--- config.mk ---
export PLATFORM = sky130hd
export DESIGN_NAME = rp_top
export DESIGN_NICKNAME = d
export VERILOG_FILES = /design/src/common/rp_pkg.sv /design/src/rtl/rp_top.sv /design/src/pdm/pdm_modulator.sv /design/src/regs/sys_regs.sv /design/src/rtl/dac_backend.sv /design/src/rtl/adc_frontend.sv
export VERILOG_INCLUDE_DIRS = /design/src /design/src/common
export SDC_FILE = /design/constraint.sdc
export NUM_CORES = 1
export LEC_CHECK = 0
export ABC_AREA = 1
export BUFFER_PORTS_ARGS = -buffer_cell sky130_fd_sc_hd__buf_2
export CORE_MARGIN = 5
export CORE_UTILIZATION = 55
export DETAILED_ROUTE_END_ITERATION = 8
export PLACE_DENSITY = 0.81
export SYNTH_ARGS = -nofsm -noshare
export SYNTH_HDL_FRONTEND = slang
export SYNTH_HIERARCHICAL = 1
export SYNTH_SLANG_ARGS = --single-unit
export TNS_END_PERCENT = 100
--- constraint.sdc ---
create_clock -name adc_clk -period 2.55 [get_ports adc_clk]
set_input_delay 0.255 -clock adc_clk [delete_from_list [all_inputs] [get_ports adc_clk]]
set_output_delay 0.255 -clock adc_clk [all_outputs]
set_load 0.01 [all_outputs]
--- src/common/rp_cfg.svh ---
////////////////////////////////////////
// global widths and the register bus map
// all blocks share a single adc_clk domain
// ID value is fixed at build time
////////////////////////////////////////

`ifndef RP_CFG_SVH
`define RP_CFG_SVH

// analog channels, ADC and DAC alike
`define RP_CHN 2

// converter word widths
`define RP_ADC_DW 16
`define RP_DAC_DW 14

// generator to oscilloscope width alignment
`define RP_LOOP_SHIFT 2

// PDM outputs
`define RP_PDM_CHN 4
`define RP_PDM_DW 8
`define RP_PDM_RNG 255

// bus, addr[7:4] region, addr[3:0] index
`define RP_SYS_AW 8
`define RP_SYS_DW 32

// identification word
`define RP_ID_VALUE 32'h52504130

`endif
--- src/common/rp_pkg.sv ---
////////////////////////////////////////
// sample, stream and bus types
// widths follow rp_cfg.svh
////////////////////////////////////////

`default_nettype none

`include "rp_cfg.svh"

package rp_pkg;

  // raw ADC word, negative-slope offset code
  typedef logic [`RP_ADC_DW-1:0] adc_raw_t;
  // oscilloscope sample, two's complement
  typedef logic signed [`RP_ADC_DW-1:0] osc_smp_t;
  // generator sample, two's complement
  typedef logic signed [`RP_DAC_DW-1:0] gen_smp_t;
  // DAC code, negative-slope offset code
  typedef logic [`RP_DAC_DW-1:0] dac_code_t;

  // generator stream beat
  typedef struct packed {
    logic     vld;
    gen_smp_t dat;
  } gen_str_t;

  // oscilloscope stream beat
  typedef struct packed {
    logic     vld;
    osc_smp_t dat;
  } osc_str_t;

  // PDM density value
  typedef logic [`RP_PDM_DW-1:0] pdm_val_t;

  // bus opcodes
  typedef enum logic [1:0] {
    SYS_IDLE,
    SYS_READ,
    SYS_WRITE
  } sys_op_e;

  // address regions, upper nibble of addr
  typedef enum logic [3:0] {
    REGION_ID   = 4'd0,
    REGION_MGMT = 4'd1,
    REGION_PDM  = 4'd2
  } sys_region_e;

  // request, held for one cycle by the master
  typedef struct packed {
    sys_op_e                op;
    logic [`RP_SYS_AW-1:0]  addr;
    logic [`RP_SYS_DW-1:0]  wdata;
  } sys_req_t;

  // response, ack pulse with read data
  typedef struct packed {
    logic                   ack;
    logic [`RP_SYS_DW-1:0]  rdata;
  } sys_rsp_t;

endpackage : rp_pkg

`default_nettype wire

--- src/rtl/rp_top.sv ---
////////////////////////////////////////
// analog data path top level
// single clock adc_clk, top_rst async high
// DAC channels leave as parallel words
// streams carry no ready, data is not held
////////////////////////////////////////

`timescale 1ns/1ns
`default_nettype none

`include "rp_cfg.svh"

module rp_top (
  // clock and reset
  input  logic                                 adc_clk,
  input  logic                                 top_rst,
  // ADC pins
  input  rp_pkg::adc_raw_t  [`RP_CHN-1:0]      adc_dat_i,
  // generator stream in
  input  rp_pkg::gen_str_t  [`RP_CHN-1:0]      gen_i,
  // oscilloscope stream out
  output rp_pkg::osc_str_t  [`RP_CHN-1:0]      osc_o,
  // DAC pins, one word per channel
  output rp_pkg::dac_code_t [`RP_CHN-1:0]      dac_dat_o,
  // PDM pins
  output logic              [`RP_PDM_CHN-1:0]  pdm_o,
  // register bus
  input  rp_pkg::sys_req_t                     sys_req_i,
  output rp_pkg::sys_rsp_t                     sys_rsp_o
);

  ////////////////////////////////////////
  // local signals
  ////////////////////////////////////////

  // loop select, one bit per channel
  logic [`RP_CHN-1:0] loop_sel;

  // PDM values from the register file
  rp_pkg::pdm_val_t [`RP_PDM_CHN-1:0] pdm_val;

  ////////////////////////////////////////
  // ADC side
  ////////////////////////////////////////

  // io regs, code conversion, loop mux
  adc_frontend adc_frontend (
    .adc_clk    (adc_clk),
    .top_rst    (top_rst),
    .adc_dat_i  (adc_dat_i),
    .gen_i      (gen_i),
    .loop_sel_i (loop_sel),
    .osc_o      (osc_o)
  );

  ////////////////////////////////////////
  // DAC side
  ////////////////////////////////////////

  // generator samples also feed the loop above
  dac_backend dac_backend (
    .adc_clk    (adc_clk),
    .top_rst    (top_rst),
    .gen_i      (gen_i),
    .dac_dat_o  (dac_dat_o)
  );

  ////////////////////////////////////////
  // registers
  ////////////////////////////////////////

  // id, management, pdm values
  sys_regs sys_regs (
    .adc_clk    (adc_clk),
    .top_rst    (top_rst),
    .sys_req_i  (sys_req_i),
    .sys_rsp_o  (sys_rsp_o),
    .loop_sel_o (loop_sel),
    .pdm_val_o  (pdm_val)
  );

  ////////////////////////////////////////
  // PDM analog outputs
  ////////////////////////////////////////

  // fixed range, always enabled
  pdm_modulator pdm_modulator (
    .adc_clk    (adc_clk),
    .top_rst    (top_rst),
    .pdm_val_i  (pdm_val),
    .pdm_o      (pdm_o)
  );

endmodule : rp_top

`default_nettype wire

--- src/pdm/pdm_modulator.sv ---
////////////////////////////////////////
// first order PDM, range fixed to 255
// density is value/255 per channel
////////////////////////////////////////

`timescale 1ns/1ns
`default_nettype none

`include "rp_cfg.svh"

module pdm_modulator (
  input  logic                                 adc_clk,
  input  logic                                 top_rst,
  input  rp_pkg::pdm_val_t [`RP_PDM_CHN-1:0]   pdm_val_i,
  output logic             [`RP_PDM_CHN-1:0]   pdm_o
);

  import rp_pkg::*;

  // one extra bit for the sum
  localparam int unsigned SUM_W = `RP_PDM_DW + 1;
  localparam logic [SUM_W-1:0] RNG = SUM_W'(`RP_PDM_RNG);

  ////////////////////////////////////////
  // accumulators
  ////////////////////////////////////////

  for (genvar i = 0; i < `RP_PDM_CHN; i++) begin : g_chn
    pdm_val_t         acc_q;
    logic [SUM_W-1:0] sum;
    logic [SUM_W-1:0] sum_wrap;
    logic             over;
    logic             pdm_q;

    // accumulator stays below the range
    assign sum      = SUM_W'(acc_q) + SUM_W'(pdm_val_i[i]);
    assign over     = (sum >= RNG);
    assign sum_wrap = sum - RNG;

    always_ff @(posedge adc_clk or posedge top_rst) begin
      if (top_rst) begin
        acc_q <= '0;
        pdm_q <= 1'b0;
      end else begin
        // overflow emits a one
        pdm_q <= over;
        acc_q <= over ? pdm_val_t'(sum_wrap) : pdm_val_t'(sum);
      end
    end

    assign pdm_o[i] = pdm_q;
  end : g_chn

endmodule : pdm_modulator

`default_nettype wire

--- src/regs/sys_regs.sv ---
////////////////////////////////////////
// register bus slave, one request at a time
// ack one cycle after the request
// unmapped reads return 0 and still ack
////////////////////////////////////////

`timescale 1ns/1ns
`default_nettype none

`include "rp_cfg.svh"

module sys_regs (
  input  logic                                 adc_clk,
  input  logic                                 top_rst,
  input  rp_pkg::sys_req_t                     sys_req_i,
  output rp_pkg::sys_rsp_t                     sys_rsp_o,
  output logic              [`RP_CHN-1:0]      loop_sel_o,
  output rp_pkg::pdm_val_t  [`RP_PDM_CHN-1:0]  pdm_val_o
);

  import rp_pkg::*;

  // index width below the region nibble
  localparam int unsigned IDX_W = `RP_SYS_AW - $bits(sys_region_e);
  // bits needed to pick a PDM register
  localparam int unsigned PDM_IW = $clog2(`RP_PDM_CHN);

  ////////////////////////////////////////
  // address decode
  ////////////////////////////////////////

  sys_region_e             region;
  logic [IDX_W-1:0]        idx;
  logic                    pdm_hit;
  logic [`RP_SYS_DW-1:0]   rd_mux;

  // upper nibble region, lower nibble index
  assign region = sys_region_e'(sys_req_i.addr[`RP_SYS_AW-1:IDX_W]);
  assign idx    = sys_req_i.addr[IDX_W-1:0];

  // index within the pdm register range
  assign pdm_hit = (idx < IDX_W'(`RP_PDM_CHN));

  // registers
  logic [`RP_CHN-1:0]              loop_q;
  pdm_val_t [`RP_PDM_CHN-1:0]      pdm_q;
  logic                            ack_q;
  logic [`RP_SYS_DW-1:0]           rdata_q;

  // read data selection
  always_comb begin
    rd_mux = '0;
    case (region)
      REGION_ID: begin
        if (idx == '0) begin
          rd_mux = `RP_ID_VALUE;
        end
      end
      REGION_MGMT: begin
        if (idx == '0) begin
          rd_mux = `RP_SYS_DW'(loop_q);
        end
      end
      REGION_PDM: begin
        if (pdm_hit) begin
          rd_mux = `RP_SYS_DW'(pdm_q[idx[PDM_IW-1:0]]);
        end
      end
      default: begin
        rd_mux = '0;
      end
    endcase
  end

  ////////////////////////////////////////
  // write and ack
  ////////////////////////////////////////

  always_ff @(posedge adc_clk or posedge top_rst) begin
    if (top_rst) begin
      loop_q <= '0;
      pdm_q  <= '0;
      ack_q  <= 1'b0;
    end else begin
      // any request is acked next cycle
      ack_q <= (sys_req_i.op != SYS_IDLE);
      if (sys_req_i.op == SYS_WRITE) begin
        // loop bits at mgmt index 0
        if (region == REGION_MGMT && idx == '0) begin
          loop_q <= sys_req_i.wdata[`RP_CHN-1:0];
        end
        // one pdm value per index
        if (region == REGION_PDM && pdm_hit) begin
          pdm_q[idx[PDM_IW-1:0]] <= sys_req_i.wdata[`RP_PDM_DW-1:0];
        end
      end
    end
  end

  // read data, valid only with ack
  always_ff @(posedge adc_clk) begin
    if (sys_req_i.op == SYS_READ) begin
      rdata_q <= rd_mux;
    end
  end

  assign sys_rsp_o  = '{ack: ack_q, rdata: rdata_q};
  assign loop_sel_o = loop_q;
  assign pdm_val_o  = pdm_q;

endmodule : sys_regs

`default_nettype wire

--- src/rtl/dac_backend.sv ---
////////////////////////////////////////
// DAC output registers
// code loads only on a valid sample
// reset value is mid-scale 14'h1FFF
////////////////////////////////////////

`timescale 1ns/1ns
`default_nettype none

`include "rp_cfg.svh"

module dac_backend (
  input  logic                              adc_clk,
  input  logic                              top_rst,
  input  rp_pkg::gen_str_t  [`RP_CHN-1:0]   gen_i,
  output rp_pkg::dac_code_t [`RP_CHN-1:0]   dac_dat_o
);

  import rp_pkg::*;

  // mid-scale in negative slope offset code
  localparam dac_code_t DAC_MID = dac_code_t'((1 << (`RP_DAC_DW - 1)) - 1);

  ////////////////////////////////////////
  // per channel code registers
  ////////////////////////////////////////

  for (genvar i = 0; i < `RP_CHN; i++) begin : g_chn
    gen_smp_t  smp;
    dac_code_t dac_conv;
    dac_code_t dac_q;

    assign smp = gen_i[i].dat;

    // signed to unsigned, slope reversed
    // keep sign bit, flip the rest
    assign dac_conv = {smp[`RP_DAC_DW-1], ~smp[`RP_DAC_DW-2:0]};

    // output register, holds without a strobe
    always_ff @(posedge adc_clk or posedge top_rst) begin
      if (top_rst) begin
        dac_q <= DAC_MID;
      end else if (gen_i[i].vld) begin
        dac_q <= dac_conv;
      end
    end

    // straight to the pins
    assign dac_dat_o[i] = dac_q;
  end : g_chn

endmodule : dac_backend

`default_nettype wire

--- src/rtl/adc_frontend.sv ---
////////////////////////////////////////
// ADC input registers and loop selection
// ADC path 2 cycles, loop path 1 cycle
// ADC words have vld high once pipe fills
////////////////////////////////////////

`timescale 1ns/1ns
`default_nettype none

`include "rp_cfg.svh"

module adc_frontend (
  input  logic                             adc_clk,
  input  logic                             top_rst,
  input  rp_pkg::adc_raw_t [`RP_CHN-1:0]   adc_dat_i,
  input  rp_pkg::gen_str_t [`RP_CHN-1:0]   gen_i,
  input  logic             [`RP_CHN-1:0]   loop_sel_i,
  output rp_pkg::osc_str_t [`RP_CHN-1:0]   osc_o
);

  import rp_pkg::*;

  // valid for the io register stage, low right after reset
  logic adc_vld_q;

  always_ff @(posedge adc_clk or posedge top_rst) begin
    if (top_rst) begin
      adc_vld_q <= 1'b0;
    end else begin
      adc_vld_q <= 1'b1;
    end
  end

  for (genvar i = 0; i < `RP_CHN; i++) begin : g_chn
    adc_raw_t adc_raw_q;
    osc_smp_t adc_conv;
    osc_smp_t gen_shift;
    logic     osc_vld_q;
    osc_smp_t osc_dat_q;

    // io register, meant to sit in the pad
    always_ff @(posedge adc_clk) begin
      adc_raw_q <= adc_dat_i[i];
    end

    // negative slope offset code to two's complement
    assign adc_conv = {adc_raw_q[`RP_ADC_DW-1], ~adc_raw_q[`RP_ADC_DW-2:0]};

    // 14 bit generator word up to 16 bit scope word
    assign gen_shift = osc_smp_t'(gen_i[i].dat) <<< `RP_LOOP_SHIFT;

    // stream valid
    always_ff @(posedge adc_clk or posedge top_rst) begin
      if (top_rst) begin
        osc_vld_q <= 1'b0;
      end else begin
        osc_vld_q <= loop_sel_i[i] ? gen_i[i].vld : adc_vld_q;
      end
    end

    // stream data
    always_ff @(posedge adc_clk) begin
      osc_dat_q <= loop_sel_i[i] ? gen_shift : adc_conv;
    end

    assign osc_o[i] = '{vld: osc_vld_q, dat: osc_dat_q};
  end : g_chn

endmodule : adc_frontend

`default_nettype wire

==> reports/summary.txt, run 1 <==
r2r setup slk: 0.18 ns
final setup fails: 0
Reg power frac: 38.2%
Final ANT Viol Nets: 0
I/O pin count: 205
DIE WIDTH: 140 um
sequential fraction of the synthesis area: 44.5%
Pins Over Slew Limit: 0
f_max: 423 MHz
P&R area growth vs syn: 18.6%
Int Pwr: 5550 uW
drt drc: 0
clock latency on the worst-skew pair: 0.43 ns
crit-path max FO: 9
largest net degree at the start of global routing: 33
CTS max path bufs: 2
register bit count reported by yosys: 175
Post-DP HPWL: 16900 um
Mean Syn Cell Area: 8.14 um^2
CTS Buf Count: 17
Worst Path Arrival: 2.68 ns
DR vias/cell: 5.19
CP required: 2.86 ns
fillers: 1291
Hold Crit Class: in2reg
core area: 16600 um^2
setup bufs post-CTS: 0
YS warnings: 6
WHS Path Cells: 2
worst-case reg-to-reg path depth: 12
Slew headroom: 47.1%
number of synthesized flops with an enable pin: 9
Die Area: 19600 um^2
setup TNS: 0 ns
DR WL met2: 11500 um
total track usage: 23.2%
first-pass GRT wire length: 37200 um
worst reg2reg endpoint: pdm_modulator/g_chn[2].acc_q[2]
Async SR Flop Fraction: 58.3%
TritonCTS clock tree: built
crit path capture type: flip-flop
Yosys cell types: 37
clock-pin slew on the worst setup and hold paths: 0.07 ns
DR iter-0 viols: 444
cell area after synthesis: 9300 um^2
total grt overflow: 0
Pwr Density: 790 nW/um^2
CTS H-tree depth: 4
Top Layer Used: met4
worst-margin pin slew: 0.793 ns
Worst Setup Start Kind: flip-flop
Final Wtd Congestion: 0.894
RSZ-0062 raised after global routing: false
DR vias: 8135
combinational group share of total power: 32.1%
Clk pwr share: 29.7%
maxcap violations: 0
Syn Inst Count: 1142
layout cells sized above 1: 25.8%
Leak: 0.00592 uW
Tmin final: 2.37 ns
Final nets: 1479
final hold violations: 0
Final Routed Wirelength: 23400 um
met1 wire length: 9380 um
Hold Path Sink: sys_regs/ack_q
Top FF cell, synth: dfrtp_1
worst vdd ir: 0.000561 V
sw power: 3160 uW
clock sink count: 175
RR Startpoint: sys_regs/pdm_val_o[16]
I/O Buffers: 163
run status: finished, final reports clean
Rows: 47
CP Class: reg2reg
TritonRoute pass-1 iters: 5
dpl cells: 1501
vias in the first global route: 7711
Hold Startpoint: sys_req_i[40]
initial antenna violation count: 1
Fin Clk Skew: 0.0103 ns
post-CTS sizing: 0
sw frac: 36.3%
met3 routed WL: 1650 um
starting density of the core: 56.1%
Finished Layout Cells: 1567
CTS Root Buffer Type: clkbuf_16
Die Y-Extent: 140 um
average wire per standard cell: 14.9 um
period utilization: 92.8%
critical path, cell delays in order (launching register included):
cell,delay [ns]
dfrtp_1,0.41
ha_1,0.25
fa_1,0.43
nand2_1,0.11
nand2_1,0.09
nand3_1,0.10
nand2_1,0.06
nand2_1,0.09
nand2_1,0.12
a21oi_4,0.31
nand2_4,0.14
nand2_1,0.08
nand2_1,0.06
cell type report:
class                      count  area (um^2)  share of cell area [%]
inverter                     117          439                    3.98
sequential                   175         4140                    37.5
clock buffer                  19          454                    4.12
clock inverter                13          136                    1.24
timing repair buffer         204         1220                    11.0
tap                          220          275                    2.49
antenna                        1         2.50                  0.0227
multi-input combinational    818         4370                    39.6
stage by stage:
| stage | hold slack (ns) | worst slack, ns | utilization (%) | total power (uW) | instance area [um^2] |
|---|---|---|---|---|---|
| after floorplan | 0.00864 | 0.478 | - | 5540 | 9360 |
| after global placement | 0.166 | 0.272 | 61.0 | 6000 | 10100 |
| after detailed placement | 0.167 | 0.214 | 61.0 | 6110 | 10100 |
| after CTS | 0.0145 | 0.180 | 66.5 | 8760 | 11000 |
| after global routing | 0.0214 | 0.0179 | 66.5 | 9270 | 11000 |
| final | 0.0308 | 0.185 | 66.5 | 8720 | 11000 |
what timing repair did:
item | in CTS | in global routing
endpoints found under the hold margin | 49 | 0
endpoints found under the setup margin | 0 | 0
hold buffers | 33 | 0
how the worst max path moves through the flow:
stage | startpoint | end | slack (ns) | depth (start not counted)
after global placement | sys_regs/pdm_val_o[16] | pdm_modulator/g_chn[2].acc_q[2] | 0.27 | 12
after global routing | sys_regs/pdm_val_o[16] | pdm_modulator/g_chn[2].acc_q[2] | 0.02 | 12
after detailed placement | sys_regs/pdm_val_o[16] | pdm_modulator/g_chn[2].acc_q[2] | 0.21 | 12
after floorplan | sys_regs/pdm_val_o[8] | pdm_modulator/g_chn[1].acc_q[7] | 0.48 | 11
after CTS | sys_regs/pdm_val_o[16] | pdm_modulator/g_chn[2].acc_q[2] | 0.18 | 12
final | sys_regs/pdm_val_o[16] | pdm_modulator/g_chn[2].acc_q[2] | 0.18 | 12
metal layers:
metal / vias to the layer above / global-route usage [%]
li1: 3976 / -
met1: 3797 / 27.6
met2: 309 / 40.8
met3: 53 / 4.81
met4: 0 / 9.69
met5: - / 0
power groups by stage:
stage	clock, uW	combinational [uW]	sequential (uW)
floorplan	0	2160	3380
global placement	0	2640	3370
detailed placement	0	2730	3390
CTS	2640	2790	3330
global route	2740	3160	3360
finish	2590	2800	3330
sequential cells by signal, summed over array words and instances, names as in the netlist:
name                          cells
adc_frontend/adc_vld_q            1
adc_frontend/g_chn.adc_raw_q     32
adc_frontend/g_chn.osc_dat_q     32
adc_frontend/g_chn.osc_vld_q      2
dac_backend/g_chn.dac_q          28
pdm_modulator/g_chn.acc_q        32
pdm_modulator/g_chn.pdm_q         4
sys_regs/ack_q                    1
sys_regs/loop_sel_o               2
sys_regs/pdm_val_o               32
sys_regs/rdata_q                  9
kinds of logic (layout without fill, tap and decap cells):
| logic type | count (synthesis) | count (layout) | synth area share [%] |
|---|---|---|---|
| compound gates | 54 | 54 | 4.32 |
| xor+xnor | 16 | 16 | 1.51 |
| fa+ha+maj | 40 | 40 | 5.71 |
| buf+inv | 165 | 353 | 9.16 |
| flops | 175 | 175 | 44.5 |
| other cells | 2 | 19 | 0.0808 |
| simple gates | 690 | 690 | 34.7 |
cells in the mapped netlist (5+ instances only):
cell type  count  area, um^2
ha_1          36         450
nor2_2         9        56.3
inv_2         12        45.0
xor2_1         8        70.1
o21ai_0        9        45.0
dfrtp_1       76        1900
buf_4         33         248
dfxtp_1       64        1280
nand2_1      427        1600
nand2_2       35         219
xnor2_1        8        70.1
dfstp_2       26         683
inv_1        105         394
buf_6         13         146
nand2_4        5        56.3
nand3_1      139         696
nand3_4        5        87.6
nor2_1        27         101
nand4_1        9        56.3
nor2_4         6        67.6
nand3_2       13         130
edfxtp_1       9         270
a21oi_1       18        90.1
o21ai_2       23         201
cells in the final DEF, fill, tap and decap left out, types with 6 or more instances in the layout:
cell             n
o21ai_0          9
xnor2_1          8
clkbuf_16       18
nand4_1          9
dfstp_2         26
nor2_1          27
buf_4            7
buf_2          163
nor2_2           9
inv_1          105
inv_8            6
nand2_1        427
dlygate4sd3_1   33
o21ai_2         23
dfrtp_1         76
ha_1            36
nor2_4           6
a21oi_1         18
nand3_2         13
conb_1          18
edfxtp_1         9
inv_2           12
nand2_2         35
xor2_1           8
nand3_1        139
dfxtp_1         64
Power figures use the tool's default switching activity.
==> inputs of run 2 (changes only) <==
ABC_AREA = unset   (was 1)
CORE_UTILIZATION = 48   (was 55)
PLACE_DENSITY = 0.76   (was 0.81)
clock period = 2.1 ns   (was 2.55 ns; I/O delays follow)
==> reports/summary.txt, run 2 <==
run status: finished with violations
failing checks: negative setup slack
final setup fails: 36 (+36)
DR vias/cell: 5.29 (+1.9%)
Hold Startpoint: gen_i[13]
worst hold margin: 0.0325 ns (+0.00170 ns)
r2r setup slk: -0.64 ns (-0.82 ns)
total power: 11600 uW (+34%)
cell area after synthesis: 8250 um^2 (-11%)
core area: 17100 um^2 (+2.9%)
Final ANT Viol Nets: 0 (unchanged)
sequential fraction of the synthesis area: 50.2% (+5.7 points)
Worst Setup Start Kind: flip-flop
Die Y-Extent: 141 um (+0.75%)
worst reg2reg endpoint: pdm_modulator/g_chn[2].acc_q[1]
largest net degree at the start of global routing: 36 (+9.1%)
worst-case reg-to-reg path depth: 8 (-4)
CTS max path bufs: 2 (unchanged)
average wire per standard cell: 18.3 um (+23%)
clock-pin slew on the worst setup and hold paths: 0.07 ns (about the same)
synth top area cells: dfrtp_1, dfxtp_1, dfstp_2
I/O pin count: 205 (unchanged)
commonest non-fill, non-tap cell in the layout: buf_2
Worst Path Arrival: 3.06 ns (+0.38 ns)
vias in the first global route: 7281 (-5.6%)
worst-margin pin slew: 0.689 ns (-0.104 ns)
f_max: 365 MHz (-14%)
CTS Root Buffer Type: clkbuf_16
fillers: 1134 (-12%)
DR iter-0 viols: 364 (-18%)
Final nets: 1254 (-15%)
footprint of the multi-input gates: 4180 um^2 (-4.4%)
Pins Over Slew Limit: 0 (unchanged)
Leak: 0.00564 uW (-4.7%)
synth cell count leaders: dfrtp_1, dfxtp_1, a21oi_1
Final Routed Wirelength: 24700 um (+5.6%)
Pwr Density: 967 nW/um^2 (+22%)
Synth top area share: 23.1% (+2.6 points)
CP required: 2.42 ns (-0.44 ns)
Top FF cell, synth: dfrtp_1
Slew headroom: 54.0% (+6.9 points)
TritonRoute pass-1 iters: 5 (unchanged)
Async SR Flop Fraction: 58.3% (unchanged)
Post-DP HPWL: 16200 um (-3.8%)
layout cells sized above 1: 46.7% (+21 points)
CTS H-tree depth: 4 (unchanged)
dpl cells: 1237 (-18%)
WHS Path Cells: 2 (unchanged)
top-count cell post-synth: dfrtp_1
Yosys cell types: 78 (+110%)
crit-path max FO: 2 (-7)
CP Class: reg2reg
RR Startpoint: sys_regs/pdm_val_o[16]
DR vias: 7125 (-12%)
starting density of the core: 48.3% (-7.7 points)
Final Wtd Congestion: 0.895 (+0.17%)
period utilization: 130% (+38 points)
most frequent cells in the layout: buf_2, buf_4, dfrtp_1
Finished Layout Cells: 1347 (-14%)
Syn Inst Count: 737 (-35%)
TritonCTS clock tree: built
initial antenna violation count: 1 (unchanged)
number of synthesized flops with an enable pin: 9 (unchanged)
Rows: 48 (+2.1%)
maxcap violations: 0 (unchanged)
area leader, netlist: dfrtp_1
DIE WIDTH: 141 um (+0.75%)
final hold violations: 0 (unchanged)
crit path capture type: flip-flop
register area: 4140 um^2 (about the same)
clock latency on the worst-skew pair: 0.44 ns (about the same)
drt drc: 0 (unchanged)
final setup margin: -0.639 ns (-0.823 ns)
first-pass GRT wire length: 38400 um (+3.2%)
P&R area growth vs syn: 46.0%
Tmin final: 2.74 ns (+0.373 ns)
CP Launch Point: sys_regs/pdm_val_o[16]
Die Area: 19900 um^2 (+1.5%)
YS warnings: 6 (unchanged)
RSZ-0062 raised after global routing: true
Fin Clk Skew: 0.00954 ns (-0.000797 ns)
register bit count reported by yosys: 175 (unchanged)
I/O Buffers: 163 (unchanged)
total grt overflow: 0 (unchanged)
crit path to: pdm_modulator/g_chn[2].acc_q[1]
total track usage: 24.5% (+1.3 points)
worst vdd ir: 0.000654 V (+17%)
Hold Crit Class: in2reg
clock sink count: 175 (unchanged)
CTS Buf Count: 17 (unchanged)
final core occ: 70.6% (+4.1 points)
Mean Syn Cell Area: 11.2 um^2 (+37%)
[run 2: cells by family (layout without fill, tap and decap cells)]
logic type               count (synthesis)  count (layout)  share of synthesized area, %
adder cells (fa/ha/maj)                 40              40                          6.43
other                                    2              19                        0.0911
multiplexers                            74              74                          11.0
XOR/XNOR                                22              22                          2.34
flip-flops                             175             175                          50.2
AND/OR/NAND/NOR                        183             183                          11.3
AO/OA/AOI/OAI                          157             157                          12.5
buffers and inverters                   84             452                          6.16
[run 2: worst min path at each step]
| stage | end | slack, ns |
|---|---|---|
| after floorplan | adc_frontend/adc_vld_q | -0.04 |
| after global placement | adc_frontend/adc_vld_q | 0.14 |
| after detailed placement | adc_frontend/adc_vld_q | 0.14 |
| after CTS | adc_frontend/g_chn[0].osc_dat_q[15] | 0.007 |
| after global routing | adc_frontend/g_chn[0].osc_dat_q[15] | 0.02 |
| final | adc_frontend/g_chn[0].osc_dat_q[15] | 0.03 |
[run 2: what timing repair did]
item	CTS	global route
resized for setup	39	32
hold buffers	61	0
pin swaps	21	18
buffers inserted	9	8
hold endpoints to repair	125	0
endpoints found under the setup margin	36	36
[run 2: per-stage QoR]
stage	TNS (ns)	area [um^2]	setup slack (ns)
floorplan	-8.45	8470	-0.619
global placement	-15.06	10300	-0.574
detailed placement	-17.78	10300	-0.630
CTS	-13.50	11800	-0.641
global route	-17.73	12000	-0.741
finish	-14.40	12000	-0.639
[run 2: where the power goes]
| group | switching [uW] | leakage (uW) | internal (uW) |
|---|---|---|---|
| logic | 2140 | 0.00350 | 2240 |
| registers | 217 | 0.00185 | 3800 |
| clock network | 1570 | 0.000294 | 1680 |
| total | 3920 | 0.00564 | 7730 |
[run 2: cell type report]
| class | instances | area share [%] |
|---|---|---|
| Clock inverter | 14 | 1.35 |
| Antenna cell | 1 | 0.0208 |
| Clock buffer | 18 | 3.74 |
| Tap cell | 225 | 2.34 |
| Inverter | 34 | 1.06 |
| Multi-Input combinational cell | 494 | 34.7 |
| Timing Repair Buffer | 386 | 22.4 |
| Sequential cell | 175 | 34.4 |
[run 2: worst max-delay path, cell delays in order, from the launching register on]
cell and delay (ns):
dfrtp_1 0.39, ha_2 0.20, fa_2 0.34, or4bb_1 0.49, o21ai_2 0.16, o211ai_1 0.12
or4_4 0.46, o21ai_4 0.16, mux2_4 0.31
[run 2: per-layer routing]
| metal | vias to the layer above | global-route usage (%) | routed length (um) |
|---|---|---|---|
| li1 | 3319 | - | - |
| met1 | 3473 | 29.8 | 9840 |
| met2 | 276 | 42.7 | 12500 |
| met3 | 55 | 5.26 | 1630 |
| met4 | 2 | 8.87 | 759 |
| met5 | - | 0 | 7 |
==> inputs of run 3 (changes only) <==
CORE_UTILIZATION = 50   (was 48)
CTS_BUF_LIST = sky130_fd_sc_hd__clkbuf_8   (was unset)
PLACE_DENSITY = 0.79   (was 0.76)
==> reports/summary.txt, run 3 (synthesis gave the netlist of run 2 again) <==
run status: finished with violations
final setup margin: -0.637 ns (+0.00169 ns)
crit path buf inv count: 0 (unchanged)
total track usage: 24.8% (+0.26 points)
number of diodes: 0 (-1)
TritonRoute pass-1 iters: 5 (unchanged)
initial antenna violation count: 1 (unchanged)
layout cells sized above 1: 46.3% (-0.42 points)
commonest non-fill, non-tap cell in the layout: buf_2
Hold Startpoint: sys_req_i[6]
Final nets: 1262 (+0.64%)
WHS Path Cells: 2 (unchanged)
CP delay by family, top: simple AND/OR/NAND/NOR gates
starting density of the core: 50.3% (+1.9 points)
DR vias: 7100 (-0.35%)
CTS H-tree depth: 4 (unchanged)
Post-DP HPWL: 16100 um (-0.86%)
CTS Root Buffer Type: clkbuf_8
first-pass GRT wire length: 38100 um (-0.72%)
total power: 10600 uW (-9.4%)
RR Startpoint: sys_regs/pdm_val_o[16]
f_max: 365 MHz (about the same)
failing checks: negative setup slack
Rows: 47 (-2.1%)
sw power: 3570 uW (-9.0%)
CP Cell Sequence: ha_2 -> fa_2 -> or4bb_1 -> o21ai_2 -> o211ai_1 -> or4_4 -> o21ai_4 -> mux2_4
TritonCTS clock tree: built
combinational group share of total power: 41.1% (+3.5 points)
core area: 16400 um^2 (-3.8%)
Final Routed Wirelength: 23800 um (-3.5%)
Leak: 0.00558 uW (-1.1%)
crit-path max FO: 2 (unchanged)
Reg power frac: 37.9% (+3.4 points)
DIE WIDTH: 138 um (-1.9%)
most frequent cells in the layout: buf_2, buf_4, dfrtp_1
maxcap violations: 0 (unchanged)
CTS max path bufs: 2 (unchanged)
Clk pwr share: 21.0% (-6.9 points)
final hold violations: 0 (unchanged)
worst reg2reg endpoint: pdm_modulator/g_chn[2].acc_q[1]
Final Wtd Congestion: 0.901 (+0.63%)
r2r setup slk: -0.64 ns (about the same)
Slew headroom: 52.0% (-2.0 points)
worst-margin pin slew: 0.718 ns (+0.0289 ns)
sw frac: 33.8% (+0.15 points)
crit path capture type: flip-flop
Pwr Density: 896 nW/um^2 (-7.4%)
period utilization: 130% (about the same)
Int Pwr: 6980 uW (-9.6%)
CP Class: reg2reg
Worst Setup Start Kind: flip-flop
RSZ-0062 raised after global routing: true
Fin Clk Skew: 0.0162 ns (+0.00666 ns)
worst-case reg-to-reg path depth: 8 (unchanged)
worst hold margin: 0.0511 ns (+0.0187 ns)
CP peak stage delay: 0.49 ns (about the same)
clock latency on the worst-skew pair: 0.47 ns (+0.03 ns)
Hold Path Sink: sys_regs/pdm_val_o[14]
vias in the first global route: 7368 (+1.2%)
Worst Path Arrival: 3.08 ns (+0.02 ns)
total grt overflow: 0 (unchanged)
DR iter-0 viols: 295 (-19%)
slowest CP cell: or4bb_1
Final ANT Viol Nets: 0 (unchanged)
Hold Crit Class: in2reg
Pins Over Slew Limit: 0 (unchanged)
DR vias/cell: 5.26 (-0.50%)
CP required: 2.44 ns (+0.02 ns)
fillers: 1082 (-4.6%)
clock sink count: 175 (unchanged)
final setup fails: 35 (-2.8%)
Die Y-Extent: 138 um (-1.9%)
average wire per standard cell: 17.7 um (-3.6%)
I/O Buffers: 163 (unchanged)
drt drc: 0 (unchanged)
largest net degree at the start of global routing: 37 (+2.8%)
worst vdd ir: 0.000607 V (-7.2%)
Die Area: 19200 um^2 (-3.7%)
clock-pin slew on the worst setup and hold paths: 0.09 ns (+0.02 ns)
Tmin final: 2.74 ns (-0.00169 ns)
P&R area growth vs syn: 42.8%
CTS Buf Count: 17 (unchanged)
I/O pin count: 205 (unchanged)
[run 3: changes by cell type in the layout (fill, tap and decap cells not counted), sizes merged]
cell         previous run  this run
buf                   325       331
dlygate4sd3            61        63
bufinv                  0         1
clkbuf                 18        17
clkinv                  4         5
clkinvlp                2         1
diode                   1         0
[run 3: final cells by class]
class	count	area, um^2	share of cell area, %
Clock inverter	15	134	1.14
Tap cell	220	275	2.34
Sequential cell	175	4140	35.1
Timing Repair Buffer	394	2760	23.4
Clock buffer	17	234	1.99
Inverter	34	128	1.08
Multi-Input combinational cell	494	4110	34.9
[run 3: power groups by stage]
stage | clock (uW) | sequential (uW) | combinational, uW
after floorplan | 0 | 4040 | 2100
after global placement | 0 | 4030 | 3560
after detailed placement | 0 | 4050 | 3690
after CTS | 2270 | 3990 | 4090
after global routing | 2430 | 4040 | 4710
final | 2220 | 4000 | 4330
[run 3: layer usage]
metal	GRT usage (%)	vias up	routed length [um]
li1	-	3348	-
met1	29.0	3423	9390
met2	42.3	266	11900
met3	7.15	61	1620
met4	11.0	2	917
met5	0	-	13
[run 3: worst max-delay path by stage]
| stage | startpoint | to | cells after the start |
|---|---|---|---|
| after floorplan | sys_regs/pdm_val_o[16] | pdm_modulator/g_chn[2].acc_q[1] | 8 |
| after global placement | sys_regs/pdm_val_o[16] | pdm_modulator/g_chn[2].acc_q[1] | 8 |
| after detailed placement | sys_regs/pdm_val_o[16] | pdm_modulator/g_chn[2].acc_q[1] | 8 |
| after CTS | sys_regs/pdm_val_o[16] | pdm_modulator/g_chn[2].acc_q[1] | 8 |
| after global routing | sys_regs/pdm_val_o[16] | pdm_modulator/g_chn[2].acc_q[1] | 8 |
| final | sys_regs/pdm_val_o[16] | pdm_modulator/g_chn[2].acc_q[1] | 8 |
[run 3: metrics by stage]
stage,worst slack (ns),TNS (ns),utilization [%],std cells,instance area (um^2)
floorplan,-0.619,-8.45,-,753,8470
finish,-0.637,-13.90,71.8,1349,11800
detailed placement,-0.662,-14.83,62.7,1233,10300
CTS,-0.626,-14.00,70.9,1344,11600
global route,-0.747,-17.68,71.8,1349,11800
global placement,-0.585,-12.67,62.7,1233,10300
[run 3: repair_timing]
| action | 4_1_cts | 5_1_grt |
|---|---|---|
| hold buffers | 62 | 1 |
| buffers inserted | 18 | 5 |
| pin swaps | 24 | 22 |
| gates cloned | 0 | 0 |
| setup endpoints to repair | 36 | 36 |
| hold endpoints to repair | 163 | 1 |
| gates resized for setup | 45 | 22 |
